--- config.mk ---
export PLATFORM = sky130hd
export DESIGN_NAME = dispatch_unit
export DESIGN_NICKNAME = d
export VERILOG_FILES = /design/src/source/core_pkg.sv /design/src/source/dispatch_unit.sv
export SDC_FILE = /design/constraint.sdc
export NUM_CORES = 2
export LEC_CHECK = 0
export ABC_CLOCK_PERIOD_IN_PS = 4900
export BUFFER_PORTS_ARGS = -buffer_cell sky130_fd_sc_hd__buf_2
export CAP_MARGIN = 20
export CORE_MARGIN = 8
export CORE_UTILIZATION = 62
export CTS_CLUSTER_SIZE = 30
export DETAILED_ROUTE_END_ITERATION = 7
export HOLD_SLACK_MARGIN = 0.1
export PLACE_DENSITY = 0.8
export SYNTH_ARGS = -nofsm -noshare
export SYNTH_HDL_FRONTEND = slang
export SYNTH_SLANG_ARGS = --single-unit
--- constraint.sdc ---
create_clock -name clock -period 4.9 [get_ports clock]
set_input_delay 0.49 -clock clock [delete_from_list [all_inputs] [get_ports clock]]
set_output_delay 0.49 -clock clock [all_outputs]
set_load 0.01 [all_outputs]
--- src/source/core_pkg.sv ---
// shared widths and buffer sizes for the back end
// operation encoding carried from dispatch to the execution units
`default_nettype none

package core_pkg;

	// datapath and register file
	localparam int xlen = 32;
	localparam int reg_count = 32;
	localparam int reg_idx_width = 5;

	// reorder buffer, power of two so pointers wrap on their own
	localparam int rob_depth = 8;
	localparam int rob_tag_width = 3;

	// each reservation station
	localparam int rs_depth = 4;
	localparam int rs_idx_width = 2;

	// multiplier latency and operand bits consumed per stage
	localparam int mult_stages = 3;
	localparam int mult_chunk = 11;

	// decoded operation
	typedef enum logic [2:0] {
		op_add = 3'd0,
		op_sub = 3'd1,
		op_and = 3'd2,
		op_or  = 3'd3,
		op_xor = 3'd4,
		// signed compare, result is 0 or 1
		op_slt = 3'd5,
		// low half of the product
		op_mul = 3'd6
	} op_t;

endpackage

`default_nettype wire
--- src/source/dispatch_unit.sv ---
// rename map table and architectural register file
// operand lookup with rob and cdb bypass, dispatch stall and allocation
`default_nettype none

module dispatch_unit import core_pkg::*; (
	input logic clock,
	input logic reset,
	input logic dispatch_valid,
	input op_t dispatch_op,
	input logic [reg_idx_width-1:0] dispatch_rd,
	input logic [reg_idx_width-1:0] dispatch_rs1,
	input logic [reg_idx_width-1:0] dispatch_rs2,
	input logic rob_full,
	input logic alu_rs_full,
	input logic mult_rs_full,
	input logic [rob_tag_width-1:0] alloc_tag,
	input logic rob_rs1_ready,
	input logic [xlen-1:0] rob_rs1_value,
	input logic rob_rs2_ready,
	input logic [xlen-1:0] rob_rs2_value,
	input logic cdb_valid,
	input logic [rob_tag_width-1:0] cdb_tag,
	input logic [xlen-1:0] cdb_value,
	input logic commit_valid,
	input logic [reg_idx_width-1:0] commit_rd,
	input logic [xlen-1:0] commit_data,
	input logic [rob_tag_width-1:0] commit_tag,
	output logic dispatch_stall,
	output logic rob_alloc,
	output logic alu_alloc,
	output logic mult_alloc,
	output logic [rob_tag_width-1:0] rs1_tag,
	output logic [rob_tag_width-1:0] rs2_tag,
	output logic op_rs1_ready,
	output logic [xlen-1:0] op_rs1_value_or_tag,
	output logic op_rs2_ready,
	output logic [xlen-1:0] op_rs2_value_or_tag
);

	// map: register -> producing rob tag
	logic [reg_count-1:0] map_valid;
	logic [rob_tag_width-1:0] map_tag [reg_count];
	logic [xlen-1:0] regfile [reg_count];
	logic is_mul;

	// one source operand, returns {ready, value or tag}
	function automatic logic [xlen:0] resolve(
		input logic [reg_idx_width-1:0] rs,
		input logic rob_ready,
		input logic [xlen-1:0] rob_value
	);
		if (rs == '0)
			return {1'b1, xlen'(0)};
		// committed value in the register file
		if (!map_valid[rs])
			return {1'b1, regfile[rs]};
		// producer done, waiting in the rob
		if (rob_ready)
			return {1'b1, rob_value};
		// producer on the bus this very cycle
		if (cdb_valid && cdb_tag == map_tag[rs])
			return {1'b1, cdb_value};
		return {1'b0, xlen'(map_tag[rs])};
	endfunction

	// the rob reads its entries with the mapped tags
	assign rs1_tag = map_tag[dispatch_rs1];
	assign rs2_tag = map_tag[dispatch_rs2];

	assign {op_rs1_ready, op_rs1_value_or_tag} = resolve(dispatch_rs1, rob_rs1_ready, rob_rs1_value);
	assign {op_rs2_ready, op_rs2_value_or_tag} = resolve(dispatch_rs2, rob_rs2_ready, rob_rs2_value);

	////////////////////////////////////////
	// stall and allocation
	////////////////////////////////////////

	// stall looks only at state and the op, never at valid
	assign is_mul = dispatch_op == op_mul;
	assign dispatch_stall = rob_full | (is_mul ? mult_rs_full : alu_rs_full);
	assign rob_alloc = dispatch_valid & ~dispatch_stall;
	assign alu_alloc = rob_alloc & ~is_mul;
	assign mult_alloc = rob_alloc & is_mul;

	always_ff @(posedge clock) begin
		if (reset) begin
			map_valid <= '0;
			for (int i = 0; i < reg_count; i++)
				regfile[i] <= '0;
		end else begin
			// commit, x0 is never written
			if (commit_valid && commit_rd != '0) begin
				regfile[commit_rd] <= commit_data;
				// drop the mapping only if no younger op renamed it
				if (map_valid[commit_rd] && map_tag[commit_rd] == commit_tag)
					map_valid[commit_rd] <= 1'b0;
			end
			// a new rename wins over the clear above
			if (rob_alloc && dispatch_rd != '0) begin
				map_valid[dispatch_rd] <= 1'b1;
				map_tag[dispatch_rd] <= alloc_tag;
			end
		end
	end

endmodule

`default_nettype wire

# Yosys cells after proc, flatten, opt, wreduce, memory -nomap -nowiden
# Memories as Yosys holds them, arrays and structs flattened.
# Index checks and enable logic that the tools add are counted.
# W data, S select, Z words.
op_classes:
  order_cmp: 6
  eq_ne: 4
  mux: 62
  reduce_logical: 12
  bitwise: 9
op_table:
  columns: ["operator", "count"]
  rows:
  - ["$mux W33", 16]
  - ["$mux W32", 5]
  - ["$mux W1", 35]
  - ["$and A32 B32 Y32", 1]
  - ["$not A32 Y32", 1]
  - ["$or A32 B32 Y32", 1]
  - ["$reduce_or A32 Y1", 1]
  - ["$lt A5 B6 Y1 const B", 4]
  - ["$bmux W1 S5", 3]
  - ["$demux W1 S5", 2]
  - ["$ge A5 B1 Y1 const B", 2]
  - ["$logic_not A5 Y1", 2]
  - ["$reduce_bool A5 Y1", 2]
  - ["$eq A3 B3 Y1", 3]
  - ["$logic_and A1 B1 Y1", 7]
  - ["$mux W5", 1]
  - ["$and A1 B1 Y1", 3]
  - ["$eq A3 B3 Y1 const B", 1]
  - ["$not A1 Y1", 2]
  - ["$or A1 B1 Y1", 1]
totals:
  inputBits: 170
  memories: 2
  out_inout_bits: 76
  word_cells: 96
  mem_bits_rw: 1120
  ff_bits: 32
memory_table:
  columns: ["memory", "words", "width", "rd", "rd_ports_with_merged_regs", "write_ports", "line", "source"]
  rows:
  - ["regfile", 32, 32, 2, 0, 32, "dispatch_unit.sv:43", "logic [xlen-1:0] regfile [reg_count];"]
  - ["map_tag", 32, 3, 3, 0, 1, "dispatch_unit.sv:42", "logic [rob_tag_width-1:0] map_tag [reg_count];"]

# Longest topological paths before layout
logic_depth:
  ltp_word: 13
  ltp_mapped: 14
  ltp_nobuf: 8

# Worst setup path after synthesis
# No wires, ideal clock.
synth_path:
  kind: "input to register"
  startpoint: "input commit_rd[0]"
  endpoint: "memory regfile[20][0] (enable)"
  path_slack_ns: 0.701
  required_ns: 4.434
  cell_stages: 5
  arrival_ns: 3.733
  path_cell_list: "buf_2 > clkbuf_1 > nor3b_1 > nand2_1 > o21ai_0"
synth_rtl:
  columns: ["element", "line", "source"]
  rows:
  - ["start, declared", "dispatch_unit.sv:25", "input logic [reg_idx_width-1:0] commit_rd,"]
  - ["end, declared", "dispatch_unit.sv:43", null]

==> qor.csv <==
stage;metric;value;unit
run_status;status;completed;
critical_path;cp.required;4.41;ns
clock_network;cts_root_buf;clkbuf_16;
routing;wl_per_cell;37.37;um
floorplanning;dieWidth;334.8;um
synthesis;ys_warn_count;0;
cells_and_area;final_nets;4476;
cells_and_area;areaGrowthSynthToFinish;10.94;%
sta;slew_viol_final;0;
synthesis;syn-instance-count;4208;
critical_path;critPathKind;flop to output pin;
cells_and_area;layout_commonest_cell;edfxtp_1;
grt;antenna_found_initial;21;
critical_path;end_kind;output pin;
placed_design;placedCellCount;5555;
synthesis;ys_seq_area_share;54.38;%
sta;holdWs;0.2864;ns
routing;ant_nets;0;
cells_and_area;drive_gt1_share;29.80;%
routing;drt_first_iter_violations;7900;
clock_network;clk_path_buf_depth;3;
floorplanning;floorplan.initialDensity;62.21;%
floorplanning;die_h;334.8;um
routing;dr.pass1.iters;6;
cells_and_area;ff_latch_area;34270;sq um
synthesis;yosysUniqueCellTypes;63;
synthesis;synth_edf_count;1120;
hold_path;holdCritPathClass;primary input to flop;
grt;grt_usage;38.03;%
cells_and_area;n_fill_cell;6522;
routing;drt-total-wl;216.2;mm
placed_design;port_buffers;245;
power_and_ir_drop;vdd_ir_drop_max;0.2852;mV
clock_network;cts_max_level;3;
synthesis;syn_area;63020;sq um
routing;dr_total_vias;43512;
sta;slew_headroom;22.72;%
cells_and_area;multiInputGateArea;27510;sq um
floorplanning;io_pins;246;
power_and_ir_drop;power;23.47;mW
synthesis;synth_async_sr_flop_share;0;%
floorplanning;core-area;101300;sq um
floorplanning;fp-row-count;117;
grt;grt_overflow_total;0;
routing;drcViolationCount;0;
critical_path;critical_path_arrival;4.16;ns
hold_path;worstHoldStart;alloc_tag[1];
placed_design;dp_hpwl;125.5;mm
clock_network;post_cts_buffers;0;
cells_and_area;final_cell_mix;edfxtp_1, and2_1, mux4_2;
power_and_ir_drop;pwr_density_cell;335.6;nW/um^2
sta;rsz0062_at_grt;false;
clock_network;insertion_delay;0.74;ns
clock_network;clk_pin_slew;0.07;ns
sta;max_freq;215.0;MHz
clock_network;cts_tree;done;
sta;worst_pin_slew;1.159;ns
sta;fin_skew;0.03833;ns
placed_design;gp_congestion;0.9408;
grt;grt_max_degree;94;
sta;tns;0;ns
routing;via_per_inst;7.520;
sta;timing.final.crit_share;94.91;%
sta;fin_crit;4.650;ns
synthesis;ys_ff_latch;1152;
sta;setup_violations;0;
critical_path;crit_start;map_tag[7][2];
cells_and_area;final_cell_area;69910;sq um
placed_design;place_area;66220;sq um
power_and_ir_drop;p_leak;24.15;nW
clock_network;clock-sinks;1152;
critical_path;r2r_start;map_tag[7][0];
grt;grt_first_pass_wirelength;305.3;mm
synthesis;synth.avg_cell_area;14.98;sq um
critical_path;crit_fanout;24;
synthesis;ys.flop_type;edfxtp_1;
clock_network;cts_made_buffers;117;
sta;hold_viol;0;
critical_path;startpoint_type;flop;
floorplanning;die-area;112100;sq um
run;drv_cap;0;
grt;grt_pass1_vias;43635;
cells_and_area;final_cells;5786;
[cell type report]
type,count,share of cell area [%]
antenna,19,0.06801
clock buffer,154,4.555
clock inverter,58,0.6532
inverter,8,0.04832
multi-input combinational,2632,39.35
sequential,1152,49.02
tap,1368,2.448
timing repair buffer,395,3.853
[stage by stage]
step                util [%]  worst slack [ns]
floorplan                  -            0.7015
global placement       65.37            0.4029
detailed placement     65.37            0.4089
CTS                    68.97            0.1747
global route           68.99            0.1468
finish                 69.02            0.2495
[cells by family after synthesis]
kind of cell	Yosys count	synth area share, %
buffers and inverters	458	3.075
DFF	1152	54.38
and+or+nand+nor	1378	12.74
other	1	0.005950
muxes	826	25.46
AOI/OAI and AO/OA	385	4.219
xor gates and xnor gates	8	0.1112
[timing repair]
action,in CTS,in global routing
gates resized for setup,0,1
endpoints found under the hold margin,0,0
hold buffers,0,0
endpoints found under the setup margin,0,1
[power breakdown]
group          internal [mW]  switching (mW)  leakage (nW)
Sequential              11.3           0.265          10.9
Combinational           1.33            1.82          11.5
Clock                   4.86            3.89          1.78
[synth_stat cells (6+ instances only)]
| cell | number | area share [%] |
|---|---|---|
| nor3_1 | 16 | 0.13 |
| o22ai_1 | 10 | 0.099 |
| mux2i_1 | 171 | 2.7 |
| a22oi_1 | 42 | 0.50 |
| a21oi_1 | 36 | 0.29 |
| nor2b_1 | 9 | 0.089 |
| clkbuf_1 | 315 | 1.9 |
| nand2b_1 | 6 | 0.060 |
| buf_6 | 8 | 0.14 |
| nand2_1 | 142 | 0.85 |
| a221oi_1 | 28 | 0.39 |
| nand3_1 | 8 | 0.064 |
| nor2_1 | 126 | 0.75 |
| mux4_2 | 617 | 22 |
| o21ai_0 | 94 | 0.75 |
| a221o_1 | 29 | 0.46 |
| buf_4 | 14 | 0.17 |
| and2_1 | 998 | 9.9 |
| buf_1 | 28 | 0.17 |
| a31o_2 | 22 | 0.31 |
| dfxtp_1 | 32 | 1.0 |
| inv_1 | 7 | 0.042 |
| a31o_1 | 9 | 0.13 |
| nand3b_1 | 37 | 0.44 |
| a211oi_1 | 10 | 0.12 |
| mux2_2 | 37 | 0.66 |
| edfxtp_1 | 1120 | 53 |
| buf_2 | 85 | 0.68 |
| a32oi_1 | 6 | 0.083 |
| a31oi_1 | 80 | 0.79 |
[worst paths after layout]
kind | to | slack (ns) | cells past startpoint
worst max-delay path | op_rs1_value_or_tag[7] | 0.25 | 9
worst min-delay path | map_tag[14][1] | 0.29 | 1
worst max register to register | map_valid[2] | 1.77 | 8
worst min register to register | map_valid[0] | 0.52 | 1
[registers in the layout, summed over array words and instances (netlist names)]
| signal | count |
|---|---|
| regfile | 1024 |
| map_valid | 32 |
| map_tag | 96 |
[worst max-delay path: stages (launching register included)]
cell and delay [ns]:
edfxtp_1 0.42, mux4_2 0.55, and2_1 0.20, o32ai_1 0.41, a221oi_4 0.14, mux2i_1 0.35
and3_1 0.25, and2_4 0.55, a221o_1 0.39, buf_2 0.18
[routing by layer]
layer / GRT usage [%] / share of wire (%) / vias up
met5: 0.5642 / 0.027 / -
li1: - / - / 16567
met3: 13.61 / 16 / 1046
met1: 47.05 / 31 / 21497
met4: 24.26 / 7.8 / 4
met2: 57.07 / 45 / 4398
Note: power is estimated with default switching activity, not from simulation.
