==> src/source/core_pkg.sv <==
// shared widths and buffer sizes for the back end
// operation encoding carried from dispatch to the execution units
`default_nettype none

package core_pkg;

	// datapath and register file
	localparam int xlen = 32;
	localparam int reg_count = 32;
	localparam int reg_idx_width = 5;

	// reorder buffer, power of two so pointers wrap on their own
	localparam int rob_depth = 8;
	localparam int rob_tag_width = 3;

	// each reservation station
	localparam int rs_depth = 4;
	localparam int rs_idx_width = 2;

	// multiplier latency and operand bits consumed per stage
	localparam int mult_stages = 3;
	localparam int mult_chunk = 11;

	// decoded operation
	typedef enum logic [2:0] {
		op_add = 3'd0,
		op_sub = 3'd1,
		op_and = 3'd2,
		op_or  = 3'd3,
		op_xor = 3'd4,
		// signed compare, result is 0 or 1
		op_slt = 3'd5,
		// low half of the product
		op_mul = 3'd6
	} op_t;

endpackage

`default_nettype wire
==> src/source/reservation_station.sv <==
// reservation station with cdb snooping
// entries kept compacted in age order, oldest ready entry issues first
`default_nettype none

module reservation_station import core_pkg::*; (
	input logic clock,
	input logic reset,
	input logic alloc,
	input op_t dispatch_op,
	input logic [rob_tag_width-1:0] alloc_tag,
	input logic op_rs1_ready,
	input logic [xlen-1:0] op_rs1_value_or_tag,
	input logic op_rs2_ready,
	input logic [xlen-1:0] op_rs2_value_or_tag,
	input logic cdb_valid,
	input logic [rob_tag_width-1:0] cdb_tag,
	input logic [xlen-1:0] cdb_value,
	input logic exec_busy,
	output logic full,
	output logic issue_valid,
	output op_t issue_op,
	output logic [rob_tag_width-1:0] issue_tag,
	output logic [xlen-1:0] issue_a,
	output logic [xlen-1:0] issue_b
);

	// entry 0 is the oldest, entries at and above count are empty
	op_t op_q [rs_depth];
	logic [rob_tag_width-1:0] tag_q [rs_depth];
	logic [rs_depth-1:0] a_rdy, b_rdy, a_rdy_s, b_rdy_s;
	logic [xlen-1:0] a_val [rs_depth], b_val [rs_depth];
	logic [xlen-1:0] a_val_s [rs_depth], b_val_s [rs_depth];
	logic [rs_idx_width:0] count, keep_count;
	logic [rs_idx_width-1:0] issue_idx;
	logic issue_found;

	// a waiting operand holds its tag in the low bits
	function automatic logic [xlen:0] snoop(input logic rdy, input logic [xlen-1:0] val);
		if (!rdy && cdb_valid && cdb_tag == val[rob_tag_width-1:0])
			return {1'b1, cdb_value};
		return {rdy, val};
	endfunction

	always_comb begin
		for (int i = 0; i < rs_depth; i++) begin
			{a_rdy_s[i], a_val_s[i]} = snoop(a_rdy[i], a_val[i]);
			{b_rdy_s[i], b_val_s[i]} = snoop(b_rdy[i], b_val[i]);
		end
	end

	// registered ready flags, so issue comes a cycle after capture
	always_comb begin
		issue_found = 1'b0;
		issue_idx = '0;
		for (int i = rs_depth - 1; i >= 0; i--) begin
			if ((rs_idx_width + 1)'(i) < count && a_rdy[i] && b_rdy[i]) begin
				issue_found = 1'b1;
				issue_idx = rs_idx_width'(i);
			end
		end
	end

	assign issue_valid = issue_found & ~exec_busy;
	assign issue_op = op_q[issue_idx];
	assign issue_tag = tag_q[issue_idx];
	assign issue_a = a_val[issue_idx];
	assign issue_b = b_val[issue_idx];
	assign full = count == (rs_idx_width + 1)'(rs_depth);
	assign keep_count = count - (rs_idx_width + 1)'(issue_valid);

	always_ff @(posedge clock) begin
		logic [rs_idx_width-1:0] src;
		if (reset)
			count <= '0;
		else
			count <= keep_count + (rs_idx_width + 1)'(alloc);
		// close the gap left by the issued entry
		for (int i = 0; i < rs_depth; i++) begin
			src = rs_idx_width'(i);
			if (issue_valid && src >= issue_idx && i < rs_depth - 1)
				src = rs_idx_width'(i + 1);
			op_q[i] <= op_q[src];
			tag_q[i] <= tag_q[src];
			{a_rdy[i], a_val[i]} <= {a_rdy_s[src], a_val_s[src]};
			{b_rdy[i], b_val[i]} <= {b_rdy_s[src], b_val_s[src]};
		end
		// new entry lands behind the survivors
		if (alloc) begin
			op_q[keep_count[rs_idx_width-1:0]] <= dispatch_op;
			tag_q[keep_count[rs_idx_width-1:0]] <= alloc_tag;
			a_rdy[keep_count[rs_idx_width-1:0]] <= op_rs1_ready;
			a_val[keep_count[rs_idx_width-1:0]] <= op_rs1_value_or_tag;
			b_rdy[keep_count[rs_idx_width-1:0]] <= op_rs2_ready;
			b_val[keep_count[rs_idx_width-1:0]] <= op_rs2_value_or_tag;
		end
	end

endmodule

`default_nettype wire

==> config.mk <==
export PLATFORM = sky130hd
export DESIGN_NAME = reservation_station
export DESIGN_NICKNAME = d
export VERILOG_FILES = /design/src/source/core_pkg.sv /design/src/source/reservation_station.sv
export SDC_FILE = /design/constraint.sdc
export NUM_CORES = 1
export LEC_CHECK = 0
export BUFFER_PORTS_ARGS = -buffer_cell sky130_fd_sc_hd__buf_2
export CORE_UTILIZATION = 40
export CTS_BUF_LIST = sky130_fd_sc_hd__clkbuf_4
export DETAILED_ROUTE_END_ITERATION = 8
export PLACE_DENSITY = 0.55
export SKIP_CTS_REPAIR_TIMING = 1
export SYNTH_ARGS = -nofsm -noshare
export SYNTH_HDL_FRONTEND = slang
export SYNTH_SLANG_ARGS = --single-unit
==> constraint.sdc <==
create_clock -name clock -period 3.35 [get_ports clock]
set_input_delay 0.335 -clock clock [delete_from_list [all_inputs] [get_ports clock]]
set_output_delay 0.335 -clock clock [all_outputs]
set_load 0.03 [all_outputs]
Word-level counts from Yosys, hierarchy flattened:

Memories as Yosys holds them, arrays and structs flattened.
Index checks and enable logic that the tools add are counted.
W data, S select, Z words.

* bits in registers: 267
* bits in writable memories: 24
* input bits: 112
* output and inout bits: 72
* logic and storage cells: 180
* memories: 2

Memories
* op_q: depth 4, bits a word 3, rd ports 4, clocked after memory_dff 0, write ports 4, line reservation_station.sv:28 `op_t op_q [rs_depth];`
* tag_q: depth 4, bits a word 3, rd ports 4, clocked after memory_dff 0, write ports 4, line reservation_station.sv:29 `logic [rob_tag_width-1:0] tag_q [rs_depth];`

* add/subtract/negate cells: 2
* $lt $le $gt $ge: 18
* equality and inequality tests: 10
* mux-type cells: 91
* bitwise operators: 7
* reductions and logical operators: 39

Operators by type and width (count)
* $mux W32: 17
* $mux W33: 16
* $bmux W32 S2: 8
* $bwmux W128: 2
* $mux W128: 2
* $demux W32 S2: 1
* $logic_and A1 B1 Y1: 29
* $mux W1: 25
* $eq A3 B3 Y1: 8
* $ge A3 B3 Y1 const B: 5
* $not A2 Y3: 5
* $mux W2: 7
* $bmux W1 S2: 6
* $lt A2 B3 Y1 const B: 4
* $bwmux W4: 2
* $logic_not A1 Y1: 8
* $mux W4: 2
* $lt A1 B3 Y1 const A: 2
* $lt A2 B3 Y1 const A: 2
* $mux W3: 2
* $reduce_or A3 Y1: 2
* $ge A1 B2 Y1 const A: 2
* $add A3 B1 Y3: 1
* $eq A3 B3 Y1 const B: 1
* other kinds (8): 8

Logic depth before layout (Yosys ltp):

* word-level depth: 16
* gate-level depth with buffers: 12
* mapped depth without buffers: 11

Worst setup path after synthesis:

No wires, ideal clock.

* path kind: reg-to-reg
* from: register count[2]
* to: register a_rdy[2]
* setup time: 0.132 ns
* data arrival time: 2.683 ns
* required time: 3.218 ns
* setup slack: 0.534 ns
* stages on the path, launching flop included: 12
* path buffers: 2
* period minus slack after synthesis: 2.816 ns
* cells stage by stage: dfxtp_1 -> o211ai_2 -> and2_1 -> a21oi_1 -> ha_1 -> ha_1 -> nor2b_1 -> nand2_1 -> clkbuf_1 -> clkbuf_1 -> nor2_1 -> a21oi_1

* word-level cells in the longest chain between the ends: 15

Ends and longest elaborated chain
* start: declaration: line reservation_station.sv:33 `logic [rs_idx_width:0] count, keep_count;`
* start signal: assignment: line reservation_station.sv:76 `count <= keep_count + (rs_idx_width + 1)'(alloc);`
* $lt A2 B3 Y1: line reservation_station.sv:56 `if ((rs_idx_width + 1)'(i) < count && a_rdy[i] && b_rdy[i]) begin`
* $logic_and A1 B1 Y1 (2 in a row): line reservation_station.sv:56
* $mux W1 (3 in a row): line reservation_station.sv:56
* $mux W1 *: line reservation_station.sv:56
* $and A1 B1 Y1 *: line reservation_station.sv:63 `assign issue_valid = issue_found & ~exec_busy;`
* named net issue_valid: line reservation_station.sv:20 `output logic issue_valid,`
* $sub A3 B1 Y3: line reservation_station.sv:69 `assign keep_count = count - (rs_idx_width + 1)'(issue_valid);`
* $lt A2 B3 Y1 (not written as such) / $ge A2 B1 Y1 (equally long branches): line reservation_station.sv:91 `a_rdy[keep_count[rs_idx_width-1:0]] <= op_rs1_ready;`
* $logic_and A1 B1 Y1 (not written as such): line reservation_station.sv:91
* $mux W1 (not written as such): line reservation_station.sv:91
* $demux W1 S2: line reservation_station.sv:91
* $bwmux W4: line reservation_station.sv:91
* $mux W4 *: line reservation_station.sv:88 `if (alloc) begin`
* end signal: indexed assignment: line reservation_station.sv:84 `{a_rdy[i], a_val[i]} <= {a_rdy_s[src], a_val_s[src]};`
* end signal: indexed assignment: line reservation_station.sv:91
* end: declaration: line reservation_station.sv:30 `logic [rs_depth-1:0] a_rdy, b_rdy, a_rdy_s, b_rdy_s;`

Mark *: on every way through the listed nets, which the timed path passes. The rest lies on a longest branch. The select of a mux whose other input is x is not followed.
A chain may end at the register's enable or synchronous reset.

Worst setup path in the final report:

* from: register count[1]
* to: output issue_a[12]

* word-level cells in the longest chain between the ends: 11

Ends and longest elaborated chain
* $lt A2 B3 Y1: line reservation_station.sv:56
* $logic_and A1 B1 Y1 (2 in a row): line reservation_station.sv:56
* $mux W2 (3 in a row): line reservation_station.sv:56
* $mux W2 *: line reservation_station.sv:56
* $not A2 Y3 (not written as such) *: line reservation_station.sv:66 `assign issue_a = a_val[issue_idx];`
* $bmux W32 S2 *: line reservation_station.sv:66
* $mux W32 (not written as such) * (2 in a row): line reservation_station.sv:66
* end: declaration: line reservation_station.sv:23 `output logic [xlen-1:0] issue_a,`

Mark *: on every way between the ends. The rest lies on a longest branch, timed or not. The select of a mux whose other input is x is not followed.

==> flow_metrics.tcl <==
set metrics [dict create \
    syn2layout_area_growth_pct 21.96 \
    syn-num-nets 1825 \
    crit_path_end_kind "output pin" \
    hold_viol_final 0 \
    clock_path_buffers 3 \
    via_count 13813 \
    place_hpwl_mm 31.16 \
    yosys-top-cells-area "dfxtp_1 (32%), mux2i_1 (28%), mux2_2 (7.6%), nor2_1 (6.0%), a21oi_1 (5.9%)" \
    post-route-util 0.4936 \
    final_common_cell "mux2i_1" \
    finalNonFillerCells 2578 \
    crit_arrival_ns 2.93 \
    met3WireLength_mm 2.590 \
    final.min_clock_period_ns 3.267 \
    io_buffers 183 \
    wire_per_inst_um 20.15 \
    viasPerCell 5.358 \
    synth_top_cell_by_area "dfxtp_1" \
    ir_drop_mv 0.5746 \
    antenna_found_initial 3 \
    holdWs_ns 0.02010 \
    worstPathRequired_ns 3.01 \
    cts-buffers-inserted 86 \
    power_leakage_nw 10.04 \
    path_buf_inv 3 \
    ioPinCount 184 \
    placedCellCount 2304 \
    relSlewSlack 0.4530 \
    clk_pin_slew_ns 0.06 \
    drtIter0Drc 600 \
    htree_levels 3 \
    synth_top_flop_cell "dfxtp_1" \
    tightestPinTransition_ns 0.8205 \
    grt_pass1_vias 13604 \
    place_congestion 0.7927 \
    initial_core_util 0.4047 \
    drtAntennaViolNets 0 \
    wl_met2_mm 25.23 \
    syn_area_per_cell_um2 9.922 \
    cp_common_cell "mux2i_1" \
    grt_pass1_wl_mm 78.23 \
    cp-start-kind "flop" \
    hp-class "in -> reg" \
    grt_overflow 0 \
    cts_root_buffer "clkbuf_4" \
    cts.sink_count 291 \
    clock_latency_ns 0.76 \
    synth_top_area_frac 0.3156 \
    cts_tree "built" \
    drive_gt1_frac 0.2795 \
    wl_mm 51.95 \
    fp.dieH_um 207.8 \
    num_rows 75 \
    wl_met1_mm 22.98 \
    chipWidth_um 207.8 \
    synth.cell_area_um2 16940 \
    clock_skew_ns 0.05315 \
    syn_inst 1707 \
    max_stage_delay_ns 0.37 \
    grt_max_degree 93 \
    power_density_nw_per_um2 1075 \
    finalSetupViolCount 0 \
    synthDistinctLibCells 41 \
    crit_fanout 20 \
    synth_async_sr_flop_share 0 \
    min_period_over_period 0.9752 \
    synth_edf_count 24 \
    fillCellCount 3989 \
    yosys_warnings 0 \
    status "finished clean" \
    rsz0062_at_grt "yes" \
    die_area_um2 43170 \
    nets 2089 \
    core-area_um2 41850 \
    first_pass_iters 5 \
    slew_viol_final 0 \
    ys_seq_elements 291 \
    highest_layer "met5" \
    cp_slowest_cell "dfxtp_1" \
    cpLargestDelayFamily "compound AO/OA/AOI/OAI gates" \
    finalPower_mw 22.20 \
    path_cells "o311ai_4 > a21boi_4 > buf_4 > buf_16 > mux2i_1 > mux2i_1 > buf_2" \
    drc 0 \
    max-cap-violations 0 \
    layout_common_cells "mux2i_1 (471), nor2_1 (268), dfxtp_1 (266), a21oi_1 (197), buf_2 (181)" \
    critical_path_class "reg -> out" \
    grt.total_usage 0.2331 \
    ys_seq_area_frac 0.3581 \
    max_freq_ghz 0.3061 \
]
state kept, by name (all words and copies together) (netlist names):
register  count
count         3
a_val       128
op_q         12
b_rdy         4
b_val       128
a_rdy         4
tag_q        12
logic make-up (layout without fill, tap and decap cells):
logic type	Yosys count	count (layout)	share of synthesized area
AO/OA/AOI/OAI	281	281	0.1187
XOR/XNOR	26	26	0.01344
multiplexers	614	614	0.3733
buffers and inverters	167	496	0.05178
flip-flops	291	291	0.3581
other	0	3	0
adder cells (fa/ha/maj)	6	6	0.004432
AND/OR/NAND/NOR	322	322	0.08015
worst register-to-register path, delay by kind of cell, from the launching register on:
family / cells / cell delay (ns)
simple gates: 4 / 0.57
compound gates: 3 / 0.60
buf+inv: 3 / 0.97
flops: 1 / 0.37
fa+ha+maj: 2 / 0.67
metal layers:
metal / track usage / vias up
li1: - / 6748
met5: 0 / -
met4: 0.08276 / 2
met3: 0.05825 / 86
met2: 0.3975 / 361
met1: 0.2838 / 6616
synth_stat cells, types with 6 or more instances:
master	number
a21oi_1	198
a221oi_1	12
a221oi_2	52
buf_2	41
buf_4	19
buf_6	17
clkbuf_1	82
dfxtp_1	267
edfxtp_1	24
ha_1	6
mux2_1	28
mux2_2	114
mux2i_1	472
nand2_1	15
nand4_2	6
nor2_1	269
nor2b_1	10
o21ai_0	12
xnor2_1	21
stage by stage:
step	setup TNS (ns)	setup slack, ns	cell area, µm²
6_report	0	0.08308	20660
5_1_grt	-0.05853	-0.03037	20650
4_1_cts	-11.90	-0.3377	19410
3_5_place_dp	0	0.2869	18310
3_3_place_gp	0	0.3325	18310
2_1_floorplan	0	0.5342	16940
cell type report:
cell class,instances,area (µm²),area share
antenna,3,7.507,0.0003634
clock buffer,133,998.5,0.04833
clock inverter,20,102.6,0.004967
inverter,4,15.01,0.0007268
multi-input combinational,1249,10140,0.4909
sequential,291,6070,0.2938
tap,539,674.4,0.03265
timing repair buffer,339,2649,0.1282
worst paths after layout:
kind	startpoint	to	slack, ns	cells after the start
setup / recovery	count[1]	issue_a[12]	0.08	7
hold / removal	cdb_value[30]	a_val[126]	0.02	3
setup reg to reg	count[1]	a_val[24]	0.13	12
hold reg to reg	a_val[19]	a_val[19]	0.55	2
power breakdown:
part           leakage, nW  switching, mW  internal, mW  total (mW)
clock network        0.664           1.60          1.87        3.47
logic                 6.90           7.05          5.24        12.3
registers             2.47          0.972          5.47        6.44
total                 10.0           9.62          12.6        22.2
(Power assumes the default switching activity.)
