--- src/source/core_pkg.sv ---
// shared widths and buffer sizes for the back end
// operation encoding carried from dispatch to the execution units
`default_nettype none

package core_pkg;

	// datapath and register file
	localparam int xlen = 32;
	localparam int reg_count = 32;
	localparam int reg_idx_width = 5;

	// reorder buffer, power of two so pointers wrap on their own
	localparam int rob_depth = 8;
	localparam int rob_tag_width = 3;

	// each reservation station
	localparam int rs_depth = 4;
	localparam int rs_idx_width = 2;

	// multiplier latency and operand bits consumed per stage
	localparam int mult_stages = 3;
	localparam int mult_chunk = 11;

	// decoded operation
	typedef enum logic [2:0] {
		op_add = 3'd0,
		op_sub = 3'd1,
		op_and = 3'd2,
		op_or  = 3'd3,
		op_xor = 3'd4,
		// signed compare, result is 0 or 1
		op_slt = 3'd5,
		// low half of the product
		op_mul = 3'd6
	} op_t;

endpackage

`default_nettype wire
--- src/source/mult_unit.sv ---
// pipelined multiplier consuming one operand chunk per stage
// tags and valids travel alongside the partial product
`default_nettype none

module mult_unit import core_pkg::*; (
	input logic clock,
	input logic reset,
	input logic issue_valid,
	input logic [rob_tag_width-1:0] issue_tag,
	input logic [xlen-1:0] issue_a,
	input logic [xlen-1:0] issue_b,
	output logic mult_valid,
	output logic [rob_tag_width-1:0] mult_tag,
	output logic [xlen-1:0] mult_value
);

	logic [mult_stages-1:0] valid_q;
	logic [rob_tag_width-1:0] tag_q [mult_stages];
	logic [xlen-1:0] prod_q [mult_stages];
	// shifted multiplicand and remaining multiplier bits
	logic [xlen-1:0] a_q [mult_stages-1], b_q [mult_stages-1];

	always_ff @(posedge clock) begin
		if (reset)
			valid_q <= '0;
		else
			valid_q <= {valid_q[mult_stages-2:0], issue_valid};
		// first stage takes the low chunk of b
		tag_q[0] <= issue_tag;
		prod_q[0] <= issue_a * xlen'(issue_b[mult_chunk-1:0]);
		a_q[0] <= issue_a << mult_chunk;
		b_q[0] <= issue_b >> mult_chunk;
		for (int i = 1; i < mult_stages; i++) begin
			tag_q[i] <= tag_q[i-1];
			prod_q[i] <= prod_q[i-1] + a_q[i-1] * xlen'(b_q[i-1][mult_chunk-1:0]);
		end
		for (int i = 1; i < mult_stages - 1; i++) begin
			a_q[i] <= a_q[i-1] << mult_chunk;
			b_q[i] <= b_q[i-1] >> mult_chunk;
		end
	end

	assign mult_valid = valid_q[mult_stages-1];
	assign mult_tag = tag_q[mult_stages-1];
	assign mult_value = prod_q[mult_stages-1];

endmodule

`default_nettype wire

--- config.mk ---
export PLATFORM = sky130hd
export DESIGN_NAME = mult_unit
export DESIGN_NICKNAME = d
export VERILOG_FILES = /design/src/source/core_pkg.sv /design/src/source/mult_unit.sv
export SDC_FILE = /design/constraint.sdc
export NUM_CORES = 1
export LEC_CHECK = 0
export BUFFER_PORTS_ARGS = -buffer_cell sky130_fd_sc_hd__buf_2
export CORE_ASPECT_RATIO = 1.5
export CORE_MARGIN = 10
export CORE_UTILIZATION = 40
export DETAILED_ROUTE_END_ITERATION = 12
export GPL_TIMING_DRIVEN = 0
export PLACE_DENSITY = 0.65
export SETUP_SLACK_MARGIN = 0.02
export SYNTH_ARGS = -nofsm -noshare
export SYNTH_HDL_FRONTEND = slang
export SYNTH_SLANG_ARGS = --single-unit
--- constraint.sdc ---
create_clock -name clock -period 11.55 [get_ports clock]
set_input_delay 0.5775 -clock clock [delete_from_list [all_inputs] [get_ports clock]]
set_output_delay 0.5775 -clock clock [all_outputs]
set_load 0.05 [all_outputs]
# Word level (Yosys, flattened, before mapping)
# Memories as Yosys holds them, arrays and structs flattened.
# Index checks and enable logic that the tools add are counted.
# word_totals
n_memories	4
reg_bits	3
out_inout_bits	36
inputBits	70
mem_bits_rw	189
# op_classes
n_mul	3
addsub	2
# mem_list
memory	depth	word_bits	rd	rd_clocked_by_memory_dff	write_ports	line	source
prod_q	3	32	3	0	3	mult_unit.sv:19	logic [xlen-1:0] prod_q [mult_stages];
a_q	2	21	2	0	2	mult_unit.sv:21	logic [xlen-1:0] a_q [mult_stages-1], b_q [mult_stages-1];
b_q	2	21	2	0	2	mult_unit.sv:21	
tag_q	3	3	3	0	3	mult_unit.sv:18	logic [rob_tag_width-1:0] tag_q [mult_stages];
# op_table
operator	count
32-bit by 11-bit multiplier with 32-bit output	3
32-bit adder	2

# Depth between registers and ports, before layout
# Gate-level depths: netlist of run 1.
# An unclocked memory read counts as a cell.
# logic_depth
depth_word	3
mapped_depth	21
depth_no_buf	20

# Least setup slack after synthesis of run 1
# No wires, ideal clock.
# synth_path
path_type	input port to flip-flop
start	input issue_b[2]
end	memory prod_q[0][29]
t_arrival_ps	5373
setup_ps	121
path_buffers	2
setup_slack_ps	6056
path_stages	17
t_required_ps	11429
cell_sequence	clkbuf_1 -> clkbuf_1 -> nand2_1 -> fa_1 -> fa_1 -> inv_1 -> fa_1 -> fa_1 -> fa_1 -> ha_1 -> a211o_1 -> a2111oi_2 -> nor3_1 -> a31oi_4 -> o211ai_2 -> a41o_1 -> xor2_1
# synth_rtl
element	line	source
from (decl)	mult_unit.sv:11	input logic [xlen-1:0] issue_b,
to (decl)	mult_unit.sv:19	

==> qor.csv, run 1 <==
metric;value;unit
status;completed;
largest net degree at the start of global routing;24;
Finish-stage setup viols;0;
detailed router's first-iteration violation count;624;
worst skew pair latency;0.46;ns
CP Max Fanout;10;
number of hold buffers added after CTS;0;
crit end category;register;
placed cell count;2821;
sequential share of the synthesized area;0.1751;
GPL Wtd Cong;0.9621;
Final nets;2763;
met1 Usage GRT;0.1733;
flops & latches, synth;170;
CP Class;in -> reg;
Routed Antenna Nets;0;
synth unique cells;49;
achievable frequency;159.7;MHz
DR WL/cell;16.41;µm
TritonRoute pass-1 iters;6;
Post-synth EDFFs;0;
Layout fillers;4650;
hold crit path type;in -> reg;
Residual DRC;0;
CP arrival;6.61;ns
Layout area overhead;10.22;%
Worst Hold Depth;1;
Final Hold Violating Endpoints;0;
Diodes inserted;0;
Startpoint Class;input port;
Worst R2R Path Depth;20;
first-pass GRT wire length;76.58;mm
syn nets;2641;
ratio of cells with drive above 1 in the final layout;0.08171;
Hold WS;0.2153;ns
number of global-route vias before repair;15064;
GRT overflow;0;
clock root buffer;clkbuf_16;
GR peak layer;met2;
post-DR vias/cell;4.716;
Ports;106;
Tightest Pin Transition;0.9349;ns
GRT met3 Usage;0.01841;
CTS Sinks;170;
Post-Route WL;46.81;mm
commonest non-fill, non-tap cells in the layout;450 x inv_1, 389 x fa_1, 355 x nand2_1, 185 x and2_1, 170 x dfxtp_1;
clk_skew;0.01506;ns
row count;98;
post-CTS setup buffer count;0;
I/O Buffers;103;
Post-CTS Resized;0;
register area;3403;µm²
Non-Filler Instances;2853;
setup TNS;0;ns
mapped cell area;19440;µm²
final worst-path cycle share;0.5423;
vias;13455;
Primary FF master, synth;dfxtp_1;
YS warnings;0;
Post-Synthesis Cells;2068;
average cell area after synthesis;9.399;µm²
Die ar.;57990;µm²
most common cell after layout, fill and taps aside;inv_1;
post-DP HPWL;40.85;mm
overall routing resource usage;0.1689;
area of the multi-input gates;13760;µm²
max-slew violations;0;
RSZ-0062 raised after global routing;no;
Clock Tree Buf Depth;2;
clock transition at the registers of the reported paths;0.09;ns
Starting Density;0.4054;
Worst slew margin;0.3767;
core region area;47940;µm²
minimum clock period;6.264;ns
Max-Cap Viols;0;
antenna violations before repair;0;
CTS tree;done;
Horiz. Die Dim;200.0;µm
asr flop ratio synth;0;
H-Tree Depth;4;
Worst EP required;11.90;ns
Global Route met2 Usage;0.3222;
cts bufs inserted;17;
die height;290.0;µm
[registers in the layout (all words and copies together), names as in the netlist]
signal   cells
b_q         31
a_q         31
prod_q      96
valid_q      3
tag_q        9
[critical path: stages]
cell      delay, ns
buf_2          0.09
clkbuf_1       0.61
clkbuf_1       0.52
nand2_1        0.15
fa_1           0.53
inv_1          0.06
fa_1           0.49
fa_1           0.51
fa_1           0.49
inv_1          0.05
fa_1           0.49
inv_1          0.04
ha_1           0.39
o211ai_1       0.15
a211o_1        0.30
a211oi_2       0.34
nor2_1         0.13
nor3_1         0.34
o221ai_1       0.20
xnor2_1        0.15
[worst paths after layout]
path	start	endpoint	slack [ns]
worst min-delay path	issue_b[17]	b_q[0][6]	0.22
worst max-delay path	issue_b[3]	prod_q[0][25]	5.29
worst min register to register	b_q[0][16]	b_q[0][26]	0.33
worst max register to register	b_q[0][2]	prod_q[0][63]	5.47
[per-layer routing]
metal / wire [µm] / up-vias
met5: 0 / -
met4: 2350 / 0
met3: 1841 / 113
met2: 25730 / 374
met1: 16880 / 6732
li1: - / 6236
[stage by stage]
| step | area, µm² | setup slack [ns] | utilization |
|---|---|---|---|
| 3_5_place_dp | 20760 | 4.888 | 0.4331 |
| 3_3_place_gp | 20760 | 4.931 | 0.4331 |
| 6_report | 21420 | 5.286 | 0.4468 |
| 4_1_cts | 21420 | 5.381 | 0.4468 |
| 5_1_grt | 21420 | 4.908 | 0.4468 |
| 2_1_floorplan | 19440 | 6.056 | - |
[Yosys cell counts, drive strengths merged, types with 2 or more instances]
| cell | number | area (µm²) |
|---|---|---|
| inv | 450 | 1689 |
| nand2b | 7 | 43.79 |
| and2 | 185 | 1157 |
| fa | 389 | 7787 |
| buf | 35 | 262.8 |
| nand4 | 3 | 18.77 |
| o221ai | 2 | 23.77 |
| xnor2 | 80 | 700.7 |
| nand3 | 8 | 40.04 |
| and3 | 5 | 31.28 |
| o21bai | 8 | 60.06 |
| or3 | 4 | 25.02 |
| a21o | 13 | 97.59 |
| o211ai | 2 | 20.02 |
| clkbuf | 86 | 322.8 |
| dfxtp | 170 | 3403 |
| a21oi | 39 | 198.9 |
| a211oi | 3 | 32.53 |
| a221oi | 2 | 17.52 |
| o21a | 6 | 45.04 |
| o31ai | 2 | 15.01 |
| a2111oi | 2 | 30.03 |
| nor3 | 11 | 55.05 |
| a211o | 2 | 17.52 |
| nor2b | 6 | 37.54 |
| nor2 | 16 | 60.06 |
| o21ai | 20 | 100.1 |
| ha | 114 | 1426 |
| a31oi | 6 | 52.55 |
| xor2 | 25 | 219.0 |
| nand2 | 355 | 1333 |
[layout make-up]
class | instances | area share
inverters | 450 | 0.07885
flip-flops and latches | 170 | 0.1589
repair buffers | 103 | 0.02406
plain buffers | 121 | 0.02733
clock buffers | 17 | 0.01986
well taps | 650 | 0.03796
multi-input cells | 1327 | 0.6422
clock inverters | 15 | 0.01086
[logic make-up after synthesis]
group,synth area share
buf+inv,0.1170
mux,0.0005150
xor+xnor,0.04732
simple gates,0.1457
flops,0.1751
fa+ha+maj,0.4741
compound gates,0.04023
Power of run 1 is not shown: default switching activity piles up to over one toggle a cycle in this logic, so the estimate is an artifact.
==> inputs of run 2 (changes only) <==
- clock period: 11.55 -> 5.9 ns (I/O delays scaled with it)
==> qor.csv, run 2 (synthesized netlist as in run 1, its figures left out) <==
metric;value;unit;change
crit path from;issue_a[7];;
hold crit path type;in -> reg;;
overall routing resource usage;0.1703;;+0.001334
CP Max Fanout;10;;unchanged
CTS tree;done;;
I/O Buffers;103;;unchanged
Diodes inserted;0;;unchanged
Horiz. Die Dim;200.0;µm;unchanged
crit path to;prod_q[0][31];;
Final nets;2793;;+1.1%
Starting Density;0.4054;;unchanged
worst skew pair latency;0.46;ns;about the same
Worst slew margin;0.3748;;-0.001903
commonest non-fill, non-tap cells in the layout;450 x inv_1, 389 x fa_1, 355 x nand2_1, 185 x and2_1, 165 x dfxtp_1;;
Die ar.;57990;µm²;unchanged
crit end category;register;;
Ports;106;;unchanged
Finish-stage setup viols;0;;unchanged
final worst-path cycle share;0.9472;;
cts bufs inserted;17;;unchanged
row count;98;;unchanged
ratio of cells with drive above 1 in the final layout;0.09404;;+0.01234
Core Util, Final;0.4562;;+0.009369
max incr delay on CP;0.57;ns;-0.04 ns
post-CTS setup buffer count;0;;unchanged
Max-Cap Viols;0;;unchanged
CP Class;in -> reg;;
antenna violations before repair;0;;unchanged
Final Hold Violating Endpoints;0;;unchanged
Layout area overhead;12.53;%;
minimum clock period;5.588;ns;
post-route cell area;21870;µm²;+2.1%
die height;290.0;µm;unchanged
TritonRoute pass-1 iters;6;;unchanged
Post-Route WL;46.95;mm;+0.30%
Largest Register;prod_q;;
detailed router's first-iteration violation count;617;;-1.1%
first-pass GRT wire length;77.40;mm;+1.1%
Residual DRC;0;;unchanged
largest net degree at the start of global routing;24;;unchanged
status;completed;;
GPL Wtd Cong;0.9621;;unchanged
Post-DP Area;20760;µm²;unchanged
vias;13595;;+1.0%
clock transition at the registers of the reported paths;0.08;ns;about the same
Tightest Pin Transition;0.9378;ns;+0.002854 ns
register-to-register setup slack;0.36;ns;-5.11 ns
crit path max-delay cell type;fa_1;;
max-slew violations;0;;unchanged
clock root buffer;clkbuf_16;;
most common cell after layout, fill and taps aside;inv_1;;
Hold WS;0.02259;ns;-0.1927 ns
Worst EP required;6.23;ns;-5.67 ns
Largest register FFs;96;;unchanged
core region area;47940;µm²;unchanged
worst r2r src;a_q[0][3];;
Layout fillers;4618;;-0.69%
Clock Tree Buf Depth;2;;unchanged
post-DR vias/cell;4.716;;about the same
RSZ-0062 raised after global routing;no;;
R2R Path End;prod_q[0][63];;
achievable frequency;178.9;MHz;
GRT overflow;0;;unchanged
Startpoint Class;input port;;
CTS Sinks;170;;unchanged
clk_skew;0.01495;ns;-0.0001138 ns
crit-path most repeated cell;fa_1;;
post-DP HPWL;40.85;mm;unchanged
Worst R2R Path Depth;19;;-5.0%
worst path cell trace;dlygate4sd3_1 -> buf_2 -> clkbuf_2 -> nand2_1 -> fa_1 -> inv_1 -> fa_1 -> fa_1 -> fa_1 -> inv_1 -> fa_1 -> inv_1 -> ha_1 -> o211ai_1 -> a211o_1 -> a211oi_4 -> o21ai_1 -> o211ai_2 -> a21oi_2 -> o21ai_1 -> xnor2_1;;
H-Tree Depth;4;;unchanged
DR WL/cell;16.29;µm;-0.74%
CP arrival;5.92;ns;-0.69 ns
Routed Antenna Nets;0;;unchanged
number of global-route vias before repair;15259;;+1.3%
top flop regs;prod_q: 96 flops, a_q: 31 flops, b_q: 31 flops;;
-- run 2: worst min path at each step --
| stage | startpoint | end | slack, ns | cells after the start |
|---|---|---|---|---|
| 2_1_floorplan | b_q[0][11] | b_q[0][21] | 0.31 | 0 |
| 3_3_place_gp | tag_q[0][5] | tag_q[0][8] | 0.31 | 0 |
| 3_5_place_dp | prod_q[0][1] | prod_q[0][33] | 0.31 | 0 |
| 4_1_cts | issue_a[4] | a_q[0][4] | 0.007 | 1 |
| 5_1_grt | issue_a[4] | a_q[0][4] | 0.02 | 1 |
| 6_report | issue_a[4] | a_q[0][4] | 0.02 | 1 |
-- run 2: worst max-delay path: cells and delay by family --
| kind | cells | cell delay [ns] |
|---|---|---|
| xor gates and xnor gates | 1 | 0.08 |
| adders and majority gates | 6 | 2.94 |
| AOI/OAI and AO/OA | 7 | 1.39 |
| and+or+nand+nor | 1 | 0.12 |
| buffers and inverters | 6 | 1.10 |
-- run 2: area by class of cell --
type	count	area, µm²	share of cell area
plain buffers	108	563.0	0.02574
multi-input cells	1327	13790	0.6306
repair buffers	146	945.9	0.04325
clock buffers	17	425.4	0.01945
clock inverters	15	232.7	0.01064
inverters	450	1689	0.07723
flip-flops and latches	170	3410	0.1559
well taps	650	813.3	0.03718
-- run 2: stage by stage --
step	setup TNS, ns	setup slack [ns]	instances
final	0	0.3115	2883
after global placement	-2.879	-0.4363	2821
after detailed placement	-3.845	-0.4795	2821
after global routing	0	0.02340	2883
after floorplan	0	0.6882	2068
after CTS	0	0.02595	2893
-- run 2: repair_timing --
action                                 4_1_cts  5_1_grt
gates resized for setup                      3       49
hold buffers                                43        0
setup endpoints to repair                    4       13
endpoints found under the hold margin       43        0
-- run 2: layer usage --
metal	part of all wire	vias to the layer above	routed length, µm	GRT usage
met4	0.056	0	2632	0.09108
met3	0.035	130	1658	0.01876
met2	0.55	370	25700	0.3245
met1	0.36	6799	16960	0.1745
met5	0	-	0	0
li1	-	6296	-	-
Power of run 2 is left out for the same reason.
==> inputs of run 3 (changes only) <==
- CORE_UTILIZATION: 40 -> 60
- CTS_BUF_LIST: not set -> sky130_fd_sc_hd__clkbuf_8 sky130_fd_sc_hd__clkbuf_16
- PLACE_DENSITY: 0.65 -> 0.88
==> qor.csv, run 3 (synthesized netlist as in run 1, its figures left out) <==
metric;value;unit;change
status;completed;;
clock transition at the registers of the reported paths;0.07;ns;about the same
achievable frequency;175.5;MHz;-1.9%
GPL Wtd Cong;0.9689;;+0.71%
Final nets;2793;;unchanged
clk_skew;0.008333;ns;-0.006613 ns
largest net degree at the start of global routing;21;;-13%
final worst-path cycle share;0.9658;;+0.01860
CP Max Fanout;10;;unchanged
I/O Buffers;103;;unchanged
minimum clock period;5.698;ns;+0.1097 ns
RSZ-0062 raised after global routing;yes;;
Post-Route WL;48.40;mm;+3.1%
CTS Sinks;170;;unchanged
Layout area overhead;10.62;%;
antenna violations before repair;3;;+3
Tightest Pin Transition;0.7830;ns;-0.1548 ns
Startpoint Class;input port;;
TritonRoute pass-1 iters;5;;-1
CP arrival;6.03;ns;+0.11 ns
Largest register FFs;96;;unchanged
Final Hold Violating Endpoints;0;;unchanged
ratio of cells with drive above 1 in the final layout;0.09315;;-0.0008957
Die ar.;40140;µm²;-31%
worst skew pair latency;0.45;ns;about the same
Worst slew margin;0.4780;;+0.1032
DR WL/cell;18.29;µm;+12%
detailed router's first-iteration violation count;762;;+24%
setup TNS;0;ns;unchanged
post-DP HPWL;40.92;mm;+0.16%
Finish-stage setup viols;0;;unchanged
crit end category;register;;
core region area;31930;µm²;-33%
Routed Antenna Nets;0;;unchanged
Clock Tree Buf Depth;2;;unchanged
Horiz. Die Dim;167.0;µm;-17%
vias;14048;;+3.3%
hold crit path type;in -> reg;;
row count;80;;-18%
Ports;106;;unchanged
post-DR vias/cell;5.309;;+13%
Largest Register;prod_q;;
Residual DRC;0;;unchanged
Worst EP required;6.23;ns;about the same
number of global-route vias before repair;16107;;+5.6%
Starting Density;0.6087;;+0.2033
post-CTS setup buffer count;0;;unchanged
top flop regs;prod_q: 96 flops, a_q: 31 flops, b_q: 31 flops;;
H-Tree Depth;4;;unchanged
clock root buffer;clkbuf_16;;
most common cell after layout, fill and taps aside;inv_1;;
cts bufs inserted;17;;unchanged
CP Class;in -> reg;;
overall routing resource usage;0.2502;;+0.07997
first-pass GRT wire length;79.61;mm;+2.9%
Max-Cap Viols;0;;unchanged
max-slew violations;0;;unchanged
GRT overflow;0;;unchanged
CTS tree;done;;
die height;240.4;µm;-17%
commonest non-fill, non-tap cells in the layout;450 x inv_1, 389 x fa_1, 355 x nand2_1, 185 x and2_1, 165 x dfxtp_1;;
-- run 3: cell types whose count changed in the layout (fill, tap and decap cells not counted), sizes merged --
| cell | previous run | this run |
|---|---|---|
| clkinv | 6 | 7 |
| buf | 138 | 139 |
| dlygate4sd3 | 43 | 39 |
| clkbuf | 90 | 93 |
| diode | 0 | 3 |
| inv | 459 | 458 |
-- run 3: repair_timing --
action                                  CTS  global route
gates cloned                              0             0
hold buffers                             39             0
endpoints found under the setup margin    5            11
endpoints found under the hold margin    39             0
gates resized for setup                   6            38
pin swaps                                 0             0
-- run 3: path summary, 6_finish.rpt --
| path | to | from | slack, ns | depth (start not counted) |
|---|---|---|---|---|
| setup reg to reg | prod_q[0][63] | b_q[0][9] | 0.27 | 18 |
| hold reg to reg | prod_q[0][78] | prod_q[0][46] | 0.32 | 0 |
| hold / removal | a_q[0][4] | issue_a[4] | 0.02 | 1 |
| setup / recovery | prod_q[0][28] | issue_a[18] | 0.20 | 18 |
-- run 3: per-stage QoR --
stage | hold slack (ns) | cells | utilization | worst slack (ns) | cell area (µm²)
2_1_floorplan | 0.3096 | 2068 | - | 0.6882 | 19440
4_1_cts | 0.001152 | 2647 | 0.6721 | 0.009996 | 21460
6_report | 0.01993 | 2646 | 0.6733 | 0.2018 | 21500
5_1_grt | 0.0009882 | 2645 | 0.6732 | -0.01633 | 21500
3_5_place_dp | 0.3121 | 2581 | 0.6409 | -0.4587 | 20460
3_3_place_gp | 0.3102 | 2581 | 0.6409 | -0.3867 | 20460
-- run 3: worst max-delay path: stages --
cell	delay, ns
dlygate4sd3_1	0.53
buf_2	0.12
clkbuf_1	0.45
and2_1	0.22
fa_1	0.41
inv_1	0.09
fa_1	0.47
fa_1	0.57
fa_1	0.45
fa_1	0.50
inv_1	0.04
ha_1	0.36
and4_1	0.27
a221oi_1	0.44
nand2_1	0.11
o221ai_2	0.34
mux2i_1	0.26
nand3_1	0.09
-- run 3: per-layer routing --
layer	global-route usage	wire (µm)
met3	0.03514	2057
met4	0.1563	2928
met2	0.4860	27030
met5	0	0
met1	0.2408	16380
-- run 3: layout make-up --
type | count | area [µm²]
sequential | 170 | 3410
clock inverter | 15 | 190.2
buffer | 112 | 576.8
antenna | 3 | 7.507
timing repair buffer | 142 | 905.9
fill | 2448 | 10430
clock buffer | 17 | 425.4
multi-input combinational | 1327 | 13780
tap | 410 | 513.0
inverter | 450 | 1689
Power of run 3 is left out for the same reason.
